File: src/verilog/rv_core_pkg.sv
package rv_core_pkg;

    // word and address width
    localparam int xlen = 32;
    // register index width and register count
    localparam int reg_idx_w = 5;
    localparam int nregs = 32;

    // major opcodes, bits 6:0
    localparam logic [6:0] opc_op_imm = 7'b0010011;
    localparam logic [6:0] opc_op = 7'b0110011;
    localparam logic [6:0] opc_lui = 7'b0110111;
    localparam logic [6:0] opc_auipc = 7'b0010111;
    localparam logic [6:0] opc_system = 7'b1110011;

    // upper 25 bits of ebreak; ecall has all zeros there
    localparam logic [24:0] ebreak_hi = 25'b0000000000010000000000000;

    // funct3 values used by op-imm and op
    localparam logic [2:0] f3_add = 3'b000;
    localparam logic [2:0] f3_sltu = 3'b011;
    localparam logic [2:0] f3_sra = 3'b101;
    localparam logic [2:0] f3_and = 3'b111;

    // funct7 values, alt selects sub and srai
    localparam logic [6:0] f7_base = 7'b0000000;
    localparam logic [6:0] f7_alt = 7'b0100000;

    // instruction kinds, same codes as the classic decoder key
    typedef enum logic [2:0] {
        kind_i   = 3'd0,
        kind_n   = 3'd1,
        kind_u   = 3'd2,
        kind_r   = 3'd3,
        kind_bad = 3'd7
    } inst_kind_e;

    typedef enum logic [2:0] {
        alu_add,
        alu_sub,
        alu_sltu,
        alu_sra,
        alu_and,
        alu_lui,
        alu_auipc
    } alu_op_e;

    typedef enum logic [1:0] {st_req, st_wait_drop, st_exec, st_halt} ctrl_state_e;

    typedef enum logic [1:0] {cause_none, cause_ecall, cause_ebreak, cause_illegal} halt_cause_e;

endpackage

File: src/verilog/dec_bus_if.sv
`timescale 1ns/1ns

interface dec_bus_if;
    import rv_core_pkg::*;

    // decoded instruction class and operation
    inst_kind_e           kind;
    alu_op_e              alu_op;
    // register indices straight from the word
    logic [reg_idx_w-1:0] rd;
    logic [reg_idx_w-1:0] rs1;
    logic [reg_idx_w-1:0] rs2;
    // I or U immediate, already extended
    logic [xlen-1:0]      imm;
    // only meaningful when kind is kind_n
    logic                 n_is_ebreak;

    // decoder side
    modport drv (output kind, alu_op, rd, rs1, rs2, imm, n_is_ebreak);

    // sequencer needs the class and the halt flavour
    modport ctrl (input kind, n_is_ebreak);

    // execute side
    modport exe (input kind, alu_op, rd, imm);

endinterface

File: src/verilog/core_ctrl.sv
`timescale 1ns/1ns

module core_ctrl (
    input  logic                         clk,
    input  logic                         rst,
    output logic                         inst_req,
    output logic [rv_core_pkg::xlen-1:0] inst_addr,
    input  logic                         inst_ack,
    input  logic [rv_core_pkg::xlen-1:0] inst_data,
    dec_bus_if.ctrl                      dec,
    output logic [rv_core_pkg::xlen-1:0] ir,
    output logic [rv_core_pkg::xlen-1:0] pc,
    output logic                         exec_en,
    output logic                         halted,
    output rv_core_pkg::halt_cause_e     halt_cause
);
    import rv_core_pkg::*;

    ctrl_state_e state;
    logic        req_q;
    logic        stop;

    // N kind and anything undecodable end the run
    assign stop = (dec.kind == kind_n) || (dec.kind == kind_bad);

    assign inst_req = req_q;
    // address is the pc, stable for the whole request
    assign inst_addr = pc;
    // one strobe per instruction
    assign exec_en = (state == st_exec);

    always_ff @(posedge clk) begin
        if (rst) begin
            state <= st_req;
            req_q <= 1'b0;
            pc <= '0;
            halted <= 1'b0;
            halt_cause <= cause_none;
        end else begin
            case (state)
                st_req: begin
                    if (!req_q) begin
                        // first request after reset
                        req_q <= 1'b1;
                    end else if (inst_ack) begin
                        // data captured, drop req on this edge
                        req_q <= 1'b0;
                        state <= st_wait_drop;
                    end
                end
                st_wait_drop: begin
                    // wait for the responder to release ack
                    if (!inst_ack) state <= st_exec;
                end
                st_exec: begin
                    if (stop) begin
                        state <= st_halt;
                        halted <= 1'b1;
                        if (dec.kind == kind_bad) halt_cause <= cause_illegal;
                        else if (dec.n_is_ebreak) halt_cause <= cause_ebreak;
                        else halt_cause <= cause_ecall;
                    end else begin
                        // next fetch goes out on the following cycle
                        pc <= pc + 32'd4;
                        req_q <= 1'b1;
                        state <= st_req;
                    end
                end
                st_halt: begin
                    // parked until reset
                    req_q <= 1'b0;
                end
                default: state <= st_halt;
            endcase
        end
    end

    // instruction register, loads on the ack edge only
    always_ff @(posedge clk) begin
        if (state == st_req && req_q && inst_ack) begin
            ir <= inst_data;
        end
    end

endmodule

File: src/verilog/exec_unit.sv
`timescale 1ns/1ns

module exec_unit (
    input  logic                              exec_en,
    input  logic [rv_core_pkg::xlen-1:0]      pc,
    dec_bus_if.exe                            dec,
    input  logic [rv_core_pkg::xlen-1:0]      rs1_data,
    input  logic [rv_core_pkg::xlen-1:0]      rs2_data,
    output logic                              wr_en,
    output logic [rv_core_pkg::reg_idx_w-1:0] wr_addr,
    output logic [rv_core_pkg::xlen-1:0]      wr_data
);
    import rv_core_pkg::*;

    logic [xlen-1:0] op_a;
    logic [xlen-1:0] op_b;
    logic [xlen-1:0] result;
    logic            writes_rd;

    assign op_a = rs1_data;
    // I kind takes the immediate as second operand
    assign op_b = (dec.kind == kind_i) ? dec.imm : rs2_data;

    always_comb begin
        case (dec.alu_op)
            alu_add: result = op_a + op_b;
            alu_sub: result = op_a - op_b;
            // unsigned compare, immediate already sign extended
            alu_sltu: result = {{(xlen-1){1'b0}}, (op_a < op_b)};
            // shamt sits in imm bits 4:0
            alu_sra: result = $signed(op_a) >>> dec.imm[4:0];
            alu_and: result = op_a & op_b;
            alu_lui: result = dec.imm;
            alu_auipc: result = pc + dec.imm;
            default: result = '0;
        endcase
    end

    // only result-producing kinds touch the register file
    assign writes_rd = (dec.kind == kind_i) || (dec.kind == kind_u) ||
                       (dec.kind == kind_r);

    assign wr_en = exec_en && writes_rd;
    assign wr_addr = dec.rd;
    assign wr_data = result;

endmodule

File: src/verilog/inst_decode.sv
`timescale 1ns/1ns

module inst_decode (
    input  logic [rv_core_pkg::xlen-1:0] inst,
    dec_bus_if.drv                       dec
);
    import rv_core_pkg::*;

    logic [6:0]      opcode;
    logic [2:0]      funct3;
    logic [6:0]      funct7;
    inst_kind_e      kind;
    alu_op_e         alu_op;
    logic            n_is_ebreak;
    logic [xlen-1:0] imm;

    assign opcode = inst[6:0];
    assign funct3 = inst[14:12];
    assign funct7 = inst[31:25];

    // first the opcode class, then refine by funct fields
    always_comb begin
        kind = kind_bad;
        alu_op = alu_add;
        n_is_ebreak = 1'b0;
        case (opcode)
            opc_op_imm: begin
                kind = kind_i;
                case (funct3)
                    f3_add: alu_op = alu_add;
                    f3_sltu: alu_op = alu_sltu;
                    f3_and: alu_op = alu_and;
                    f3_sra: begin
                        alu_op = alu_sra;
                        // srli and other shift flavours are not supported
                        if (funct7 != f7_alt) kind = kind_bad;
                    end
                    default: kind = kind_bad;
                endcase
            end
            opc_op: begin
                kind = kind_r;
                if (funct3 != f3_add) kind = kind_bad;
                else if (funct7 == f7_base) alu_op = alu_add;
                else if (funct7 == f7_alt) alu_op = alu_sub;
                else kind = kind_bad;
            end
            opc_lui: begin
                kind = kind_u;
                alu_op = alu_lui;
            end
            opc_auipc: begin
                kind = kind_u;
                alu_op = alu_auipc;
            end
            opc_system: begin
                // only exact ecall or ebreak, csr ops fall to bad
                if (inst[31:7] == 25'd0) kind = kind_n;
                else if (inst[31:7] == ebreak_hi) begin
                    kind = kind_n;
                    n_is_ebreak = 1'b1;
                end
            end
            default: kind = kind_bad;
        endcase
    end

    // immediate picked by opcode, zero otherwise
    always_comb begin
        case (opcode)
            opc_op_imm: imm = {{20{inst[31]}}, inst[31:20]};
            opc_lui, opc_auipc: imm = {inst[31:12], 12'd0};
            default: imm = '0;
        endcase
    end

    assign dec.kind = kind;
    assign dec.alu_op = alu_op;
    assign dec.n_is_ebreak = n_is_ebreak;
    assign dec.imm = imm;
    // fixed field positions for all kinds
    assign dec.rd = inst[11:7];
    assign dec.rs1 = inst[19:15];
    assign dec.rs2 = inst[24:20];

endmodule

File: src/verilog/reg_file.sv
`timescale 1ns/1ns

module reg_file (
    input  logic                              clk,
    input  logic                              rst,
    input  logic [rv_core_pkg::reg_idx_w-1:0] rs1,
    input  logic [rv_core_pkg::reg_idx_w-1:0] rs2,
    output logic [rv_core_pkg::xlen-1:0]      rs1_data,
    output logic [rv_core_pkg::xlen-1:0]      rs2_data,
    input  logic [rv_core_pkg::reg_idx_w-1:0] dbg_addr,
    output logic [rv_core_pkg::xlen-1:0]      dbg_data,
    input  logic                              wr_en,
    input  logic [rv_core_pkg::reg_idx_w-1:0] wr_addr,
    input  logic [rv_core_pkg::xlen-1:0]      wr_data
);
    import rv_core_pkg::*;

    logic [xlen-1:0] regs [nregs];

    // x0 is hardwired to zero on every read port
    function automatic logic [xlen-1:0] read_port(input logic [reg_idx_w-1:0] addr);
        read_port = (addr == '0) ? '0 : regs[addr];
    endfunction

    assign rs1_data = read_port(rs1);
    assign rs2_data = read_port(rs2);
    assign dbg_data = read_port(dbg_addr);

    always_ff @(posedge clk) begin
        if (rst) begin
            for (int i = 0; i < nregs; i++) begin
                regs[i] <= '0;
            end
        end else if (wr_en && wr_addr != '0) begin
            regs[wr_addr] <= wr_data;
        end
    end

endmodule

File: src/verilog/rv_core_top.sv
`timescale 1ns/1ns

module rv_core_top (
    input  logic                              clk,
    input  logic                              rst,
    output logic                              inst_req,
    output logic [rv_core_pkg::xlen-1:0]      inst_addr,
    input  logic                              inst_ack,
    input  logic [rv_core_pkg::xlen-1:0]      inst_data,
    output logic                              halted,
    output rv_core_pkg::halt_cause_e          halt_cause,
    input  logic [rv_core_pkg::reg_idx_w-1:0] dbg_addr,
    output logic [rv_core_pkg::xlen-1:0]      dbg_data
);
    import rv_core_pkg::*;

    logic [xlen-1:0]      ir;
    logic [xlen-1:0]      pc;
    logic                 exec_en;
    logic [xlen-1:0]      rs1_data;
    logic [xlen-1:0]      rs2_data;
    logic                 wr_en;
    logic [reg_idx_w-1:0] wr_addr;
    logic [xlen-1:0]      wr_data;
    logic [reg_idx_w-1:0] rs1_idx;
    logic [reg_idx_w-1:0] rs2_idx;

    dec_bus_if dec_bus ();

    // source indices go to the register file as plain wires
    assign rs1_idx = dec_bus.rs1;
    assign rs2_idx = dec_bus.rs2;

    inst_decode u_decode (
        .inst (ir),
        .dec  (dec_bus)
    );

    core_ctrl u_ctrl (
        .clk        (clk),
        .rst        (rst),
        .inst_req   (inst_req),
        .inst_addr  (inst_addr),
        .inst_ack   (inst_ack),
        .inst_data  (inst_data),
        .dec        (dec_bus),
        .ir         (ir),
        .pc         (pc),
        .exec_en    (exec_en),
        .halted     (halted),
        .halt_cause (halt_cause)
    );

    exec_unit u_exec (
        .exec_en  (exec_en),
        .pc       (pc),
        .dec      (dec_bus),
        .rs1_data (rs1_data),
        .rs2_data (rs2_data),
        .wr_en    (wr_en),
        .wr_addr  (wr_addr),
        .wr_data  (wr_data)
    );

    reg_file u_regs (
        .clk      (clk),
        .rst      (rst),
        .rs1      (rs1_idx),
        .rs2      (rs2_idx),
        .rs1_data (rs1_data),
        .rs2_data (rs2_data),
        .dbg_addr (dbg_addr),
        .dbg_data (dbg_data),
        .wr_en    (wr_en),
        .wr_addr  (wr_addr),
        .wr_data  (wr_data)
    );

endmodule
File: config.mk
export PLATFORM = sky130hd
export DESIGN_NAME = rv_core_top
export DESIGN_NICKNAME = d
export VERILOG_FILES = /design/src/verilog/rv_core_pkg.sv /design/src/verilog/dec_bus_if.sv /design/src/verilog/core_ctrl.sv /design/src/verilog/exec_unit.sv /design/src/verilog/inst_decode.sv /design/src/verilog/reg_file.sv /design/src/verilog/rv_core_top.sv
export SDC_FILE = /design/constraint.sdc
export NUM_CORES = 2
export LEC_CHECK = 0
export ABC_AREA = 0
export BUFFER_PORTS_ARGS = -buffer_cell sky130_fd_sc_hd__buf_2
export CORE_UTILIZATION = 35
export CTS_BUF_LIST = sky130_fd_sc_hd__clkbuf_2 sky130_fd_sc_hd__clkbuf_4 sky130_fd_sc_hd__clkbuf_8
export DETAILED_ROUTE_END_ITERATION = 8
export GPL_TIMING_DRIVEN = 0
export SETUP_SLACK_MARGIN = 0.1
export SYNTH_ARGS = -nofsm -noshare
export SYNTH_HDL_FRONTEND = slang
export SYNTH_SLANG_ARGS = --single-unit
File: constraint.sdc
create_clock -name clk -period 12.38 [get_ports clk]
set_input_delay 1.238 -clock clk [delete_from_list [all_inputs] [get_ports clk]]
set_output_delay 1.238 -clock clk [all_outputs]
set_load 0.005 [all_outputs]
==> Yosys cells after proc, flatten, opt, wreduce, memory -nomap -nowiden <==
Memory sizes are Yosys's and may differ from the RTL's. A register that Yosys moved wholly into a read port is not among the register bits.
Index checks and enable logic that the tools add are counted.
{ "totals": {"regBits": 70, "mem_count": 1, "word_cells": 113, "mem_bits_rw": 1024, "out_inout_bits": 68} }
{ "classes": {"n_reduce_logical": 27, "magnitude_cmp": 1, "shift": 1, "add_sub_neg": 4, "mux": 43, "n_eq_ne": 28, "n_bitwise": 2} }
{ "mem_list": {"columns": ["name", "depth", "word_bits", "read_ports", "rd_clocked_by_memory_dff", "write_ports", "line", "text"], "rows": [
  ["u_regs.regs", 32, 32, 3, 2, 32, "reg_file.sv:18", "logic [xlen-1:0] regs [nregs];"]
]} }
{ "ops": {"columns": ["op", "n"], "rows": [
  ["32-bit case mux with 7 select lines", 1],
  ["32-bit 2-to-1 mux", 5],
  ["32-bit adder", 2],
  ["32-bit case mux with 2 select lines", 1],
  ["32-bit by 3-bit adder with 32-bit output (second input constant)", 1],
  ["32-bit AND", 1],
  ["32-bit less-than comparator", 1],
  ["32-bit OR reduction", 1],
  ["32-bit by 5-bit >>> shifter with 32-bit output", 1],
  ["32-bit subtractor", 1],
  ["25-bit by 14-bit == test with 1-bit output (second input constant)", 1],
  ["25-bit zero test", 1],
  ["3-bit 2-to-1 mux", 8],
  ["3-bit case mux with 4 select lines", 2],
  ["7-bit by 6-bit == test with 1-bit output (second input constant)", 3],
  ["3-bit == test (second input constant)", 6],
  ["3-bit by 2-bit == test with 1-bit output (second input constant)", 5],
  ["5-bit zero test", 3],
  ["5-bit 2-to-1 mux", 3],
  ["7-bit by 5-bit == test with 1-bit output (second input constant)", 2],
  ["1-bit 2-to-1 mux", 13],
  ["2-bit 2-to-1 mux", 6],
  ["3-bit zero test", 3],
  ["3-bit case mux with 3 select lines", 1],
  ["other kinds (21)", 34]
]} }

==> Depth between registers and ports, before layout <==
{ "depth": {"depth_word": 15, "mapped_depth": 26, "ltp_nobuf": 20} }

==> Cells and area by module <==
Synthesis repeated with hierarchy kept, for this count alone.
{ "hier_totals": {"cells_unflattened": 5907, "hier_area_um2": 75084.5} }
{ "by_module_without_submodules": {"columns": ["mod", "area_each_um2", "instances", "seq_area_each_um2", "cells_each"], "rows": [
  ["reg_file", 62581.3, 1, 30749.5, 4321],
  ["exec_unit", 8829.7, 1, 0.0, 1216],
  ["core_ctrl", 2992.9, 1, 1681.6, 277],
  ["inst_decode", 680.7, 1, 0.0, 93]
]} }

==> Worst setup path before layout <==
Ideal clock, no wire load.
{ "synth_path": {"path_kind": "reg-to-reg", "startpoint": "register with a tool-made name", "endpoint": "memory u_regs.regs[10][30] (data pin)", "n_path_buf": 5, "path_slack_ps": 6546, "arrival_ps": 5568, "period_less_slack_ps": 5834, "stages_incl_launch_ff": 21, "path_cell_list": "dfxtp_1 -> clkbuf_1 -> clkbuf_1 -> buf_1 -> mux4_2 -> mux4_2 -> mux2i_1 -> o21ai_0 -> ha_1 -> buf_2 -> or4_1 -> or3_1 -> o211ai_1 -> a221o_2 -> a21o_1 -> a31oi_2 -> o22ai_1 -> mux2_2 -> a211oi_1 -> clkbuf_1 -> nor2_1"} }
{ "synth_rtl": {"columns": ["element", "line"], "rows": [
  ["end, declared", "reg_file.sv:18"]
]} }

==> results.toml <==
[floorplanning]
num_rows = 166
ioPinCount = 108
die-area_mm2 = 0.208
initial_core_util_pct = 35.3
die_x_um = 456
core_region_area_mm2 = 0.205
die_h_um = 456

[clocking]
ctsHoldBuffers = 0
post_cts_resized = 0
numCtsBuffers = 194
clkSinkCount = 1102
htree_levels = 4
clockBufferDepth = 3
path_clk_slew_ns = 0.06
clock_tree.root_cell = "clkbuf_8"
clock_latency_at_the_later_pin_of_the_worst_skew_pair_ns = 1.06
tritoncts = "yes"
postCtsSetupRepairBufs = 0

[sta]
setup_repair_after_global_routing_missed_its_margin = "no"
clock_skew_ns = 0.130
final.hold.worst_slack_ns = 0.419
final-setup-viol-count = 0
final_period_minus_worst_setup_slack_ns = 10.59
layout_setup_ws_ns = 1.79
worst_slew_margin_rel_pct = -18.4
achievable-frequency_mhz = 94.4
worst_slew_pin_slew_ns = 1.78
timing.setup.tns_ns = 0
post-route-period-util_pct = 85.6
report.final.slew_viol_count = 404
final_hold_viol_count = 0

[grt]
top_usage_layer = "met2"
grt_usage_pct = 38.5
vias_in_the_first_global_route = 60200
grt_first_pass_wirelength_um = 536000
grt_antenna_before_repair = 35
grt_overflow_total = 0
met1_usage_pct = 44.0
maximum_number_of_pins_on_one_net_before_global_route_repair = 33
m2_gr_usage_pct = 53.4
grt_use_met3_pct = 19.2

[route]
ant_nets = 0
wl_per_cell_um = 45.5
drt_pass1_iterations = 9
detail_route.wirelength_um = 413000
vias_per_cell = 7.14
iteration_0_drc_count_of_the_detailed_router = 13400
via_count_of_the_routed_design = 64900
remaining_drc_errors = 2

[run_status]
failing_checks = "design-rule violations, max-capacitance violations, max-slew violations"
status = "finished with violations"

[place]
post-dp-hpwl_um = 289000
gpl_congestion = 1.04
detailed_place.area_mm2 = 0.0775
post-place-cells = 8710
place.port_buffers = 101
place_worst_setup_slack_ns = 2.25

[job]
number_of_maximum_capacitance_violations = 45

[pwr]
powerDensity_mw_per_mm2 = 217
leakage_nw = 30.3
peakVddDrop_mv = 0.182
total_power_mw = 17.7

[logic_synthesis]
synth_ff_type = "edfxtp_1"
mappedNetlistArea_mm2 = 0.0722
synth.yosys.seq_area_share_pct = 45.2
synthesis.instances = 5847
post_synth_arst_share_pct = 0
yosys_warnings = 0
syn_area_per_cell_um2 = 12.3
synth.ff_latch_count = 1102
synthDistinctLibCells = 98
synth_enable_flop_cells = 1056

[critical_path]
cp-end-kind = "register"
crit-reg2reg-capture = "u_regs.regs[16][29]$_SDFFCE_PN0P_"
worstSetupPathType = "reg2reg"
worstPathArrival_ns = 11.26
crit_path_start_kind = "register"
timing.critical_path.fanout_max = 10
setup.reg_to_reg.worst_slack_ns = 1.79
required_ns = 13.05
timing.reg2reg.worst_path_depth = 19

[cells_and_area]
flow.area_growth_from_synthesis_pct = 12.8
final_design_instance_area_without_fill_mm2 = 0.0814
final_util_pct = 39.8
layout-drive-gt1-share_pct = 23.5
nNetsFinal = 6364
final_instance_count_excl_fillers = 9091

[worst_hold_path]
worstHoldEndpoint = "u_ctrl.ir[11]$_DFFE_PP_"
hp-start = "inst_data[11]"
number_of_instances_on_the_worst_hold_path = 1
path_type_of_the_worst_min_delay_path = "in2reg"
==> worst max-delay path by stage <==
stage	from	to	slack [ns]	cells after the start
3_3_place_gp	register	u_regs.regs[2][31]$_SDFFCE_PN0P_	0.39	18
5_1_grt	register	u_regs.regs[9][29]$_SDFFCE_PN0P_	2.25	19
3_5_place_dp	register	u_regs.regs[16][29]$_SDFFCE_PN0P_	2.25	20
6_report	register	u_regs.regs[16][29]$_SDFFCE_PN0P_	1.79	19
4_1_cts	register	u_regs.regs[16][29]$_SDFFCE_PN0P_	2.20	20
2_1_floorplan	register	u_regs.regs[10][30]$_SDFFCE_PN0P_	6.55	20
==> logic make-up (layout without fill, tap and decap cells) <==
logic type               count (synthesis)  count (layout)  share of synthesized area [%]
AO/OA/AOI/OAI                          977             977                           9.22
XOR/XNOR                                51              51                          0.619
adder cells (fa/ha/maj)                102             102                           1.80
buffers and inverters                  664            1157                           4.06
flip-flops                            1102            1102                           45.2
multiplexers                          1257            1257                           28.9
other                                    1              64                        0.00519
AND/OR/NAND/NOR                       1693            1693                           10.2
==> critical path, cell delays in order (launching register included) <==
cell and delay (ns):
dfxtp_1 0.61, nand2b_1 0.17, clkbuf_1 0.53, clkbuf_1 1.14, clkbuf_1 1.18, a21oi_1 0.11, a31oi_1 1.11, a21oi_1 0.59
ha_1 0.49, nor2_1 0.26, o211ai_1 0.18, a21o_1 0.25, a22o_1 0.27, or4_1 0.50, a31oi_1 0.59, o31ai_1 0.32
mux2i_1 0.18, a211oi_1 1.02, clkbuf_1 0.60, nor2_1 0.09
==> registers in the layout, indices dropped and copies added (netlist names), named ones only <==
register           flops
u_regs.regs         1024
u_ctrl.ir             32
u_ctrl.inst_addr      30
u_ctrl.halt_cause      2
u_ctrl.state           2
u_ctrl.halted          1
u_ctrl.inst_req        1
==> per-layer routing <==
| metal | vias to the layer above | wire length [µm] |
|---|---|---|
| li1 | 23600 | - |
| met1 | 32200 | 135000 |
| met2 | 7106 | 166000 |
| met3 | 1997 | 70400 |
| met4 | 44 | 41300 |
| met5 | - | 747 |
==> cell usage in the layout, fill, tap and decap left out, types with 18 or more instances in the layout <==
| master | synthesis | final |
|---|---|---|
| nor2b_1 | 57 | 56 |
| diode_2 | 0 | 30 |
| nor2_1 | 1089 | 1087 |
| a21oi_1 | 261 | 261 |
| o211ai_1 | 22 | 22 |
| or3_1 | 24 | 24 |
| buf_2 | 106 | 249 |
| buf_4 | 59 | 63 |
| clkbuf_1 | 334 | 283 |
| buf_1 | 71 | 25 |
| edfxtp_1 | 1056 | 1056 |
| mux4_2 | 660 | 660 |
| dfxtp_1 | 46 | 46 |
| a31oi_1 | 26 | 26 |
| o21ai_0 | 116 | 116 |
| nor3_1 | 49 | 46 |
| nand2_1 | 196 | 196 |
| xnor2_1 | 24 | 24 |
| xor2_1 | 27 | 27 |
| ha_1 | 99 | 99 |
| o22ai_1 | 26 | 26 |
| clkinv_1 | 0 | 44 |
| inv_1 | 80 | 79 |
| nand3_1 | 70 | 70 |
| clkbuf_4 | 0 | 67 |
| clkinv_2 | 0 | 21 |
| mux2_2 | 18 | 18 |
| mux2i_1 | 579 | 578 |
| a21o_1 | 50 | 50 |
| a22oi_1 | 247 | 247 |
| nand2b_4 | 0 | 31 |
| clkbuf_2 | 2 | 56 |
| o221ai_1 | 18 | 18 |
| and2_1 | 41 | 41 |
| a221oi_1 | 24 | 24 |
| nand4_1 | 28 | 28 |
| conb_1 | 1 | 34 |
| clkbuf_8 | 0 | 198 |
==> area by class of cell <==
type                       instances  area (µm²)
buffer                           583        2750
antenna                           30        75.1
timing repair buffer             146        1420
tap                             2688        3360
fill                           19600      123000
sequential                      1102       32600
clock buffer                     264        3220
clock inverter                    83         588
multi-input combinational       4114       37100
inverter                          81         304
==> synth_stat cells (all sizes together), types with 11 or more instances <==
cell type,count,area (µm²)
nand2b,48,300
xor2,27,236
nor2,1091,4100
a221oi,27,255
clkbuf,336,1260
nor2b,57,357
a211oi,24,210
o221ai,18,158
mux2,18,203
o31ai,16,130
a222oi,13,130
and2,42,263
and3,17,106
a21oi,262,1320
ha,99,1240
inv,81,304
or3,24,150
nor3,51,265
o22ai,26,163
a22oi,247,1850
a21o,50,375
xnor2,24,210
a221o,11,111
a22o,14,123
mux4,660,14900
nor4,30,231
o21ai,125,626
o21bai,14,105
nand3,70,350
o211ai,22,165
a31oi,28,188
dfxtp,46,921
mux2i,579,5800
nand4,29,188
buf,247,1360
edfxtp,1056,31700
o21a,15,113
nand2,197,742
==> report_power, final <==
| group | switching, mW | internal (mW) | total (mW) |
|---|---|---|---|
| clock network | 1.77 | 1.80 | 3.57 |
| registers | 0.144 | 4.23 | 4.37 |
| logic | 7.03 | 2.70 | 9.73 |
| total | 8.94 | 8.73 | 17.7 |
Note: power is estimated with default switching activity, not from simulation.
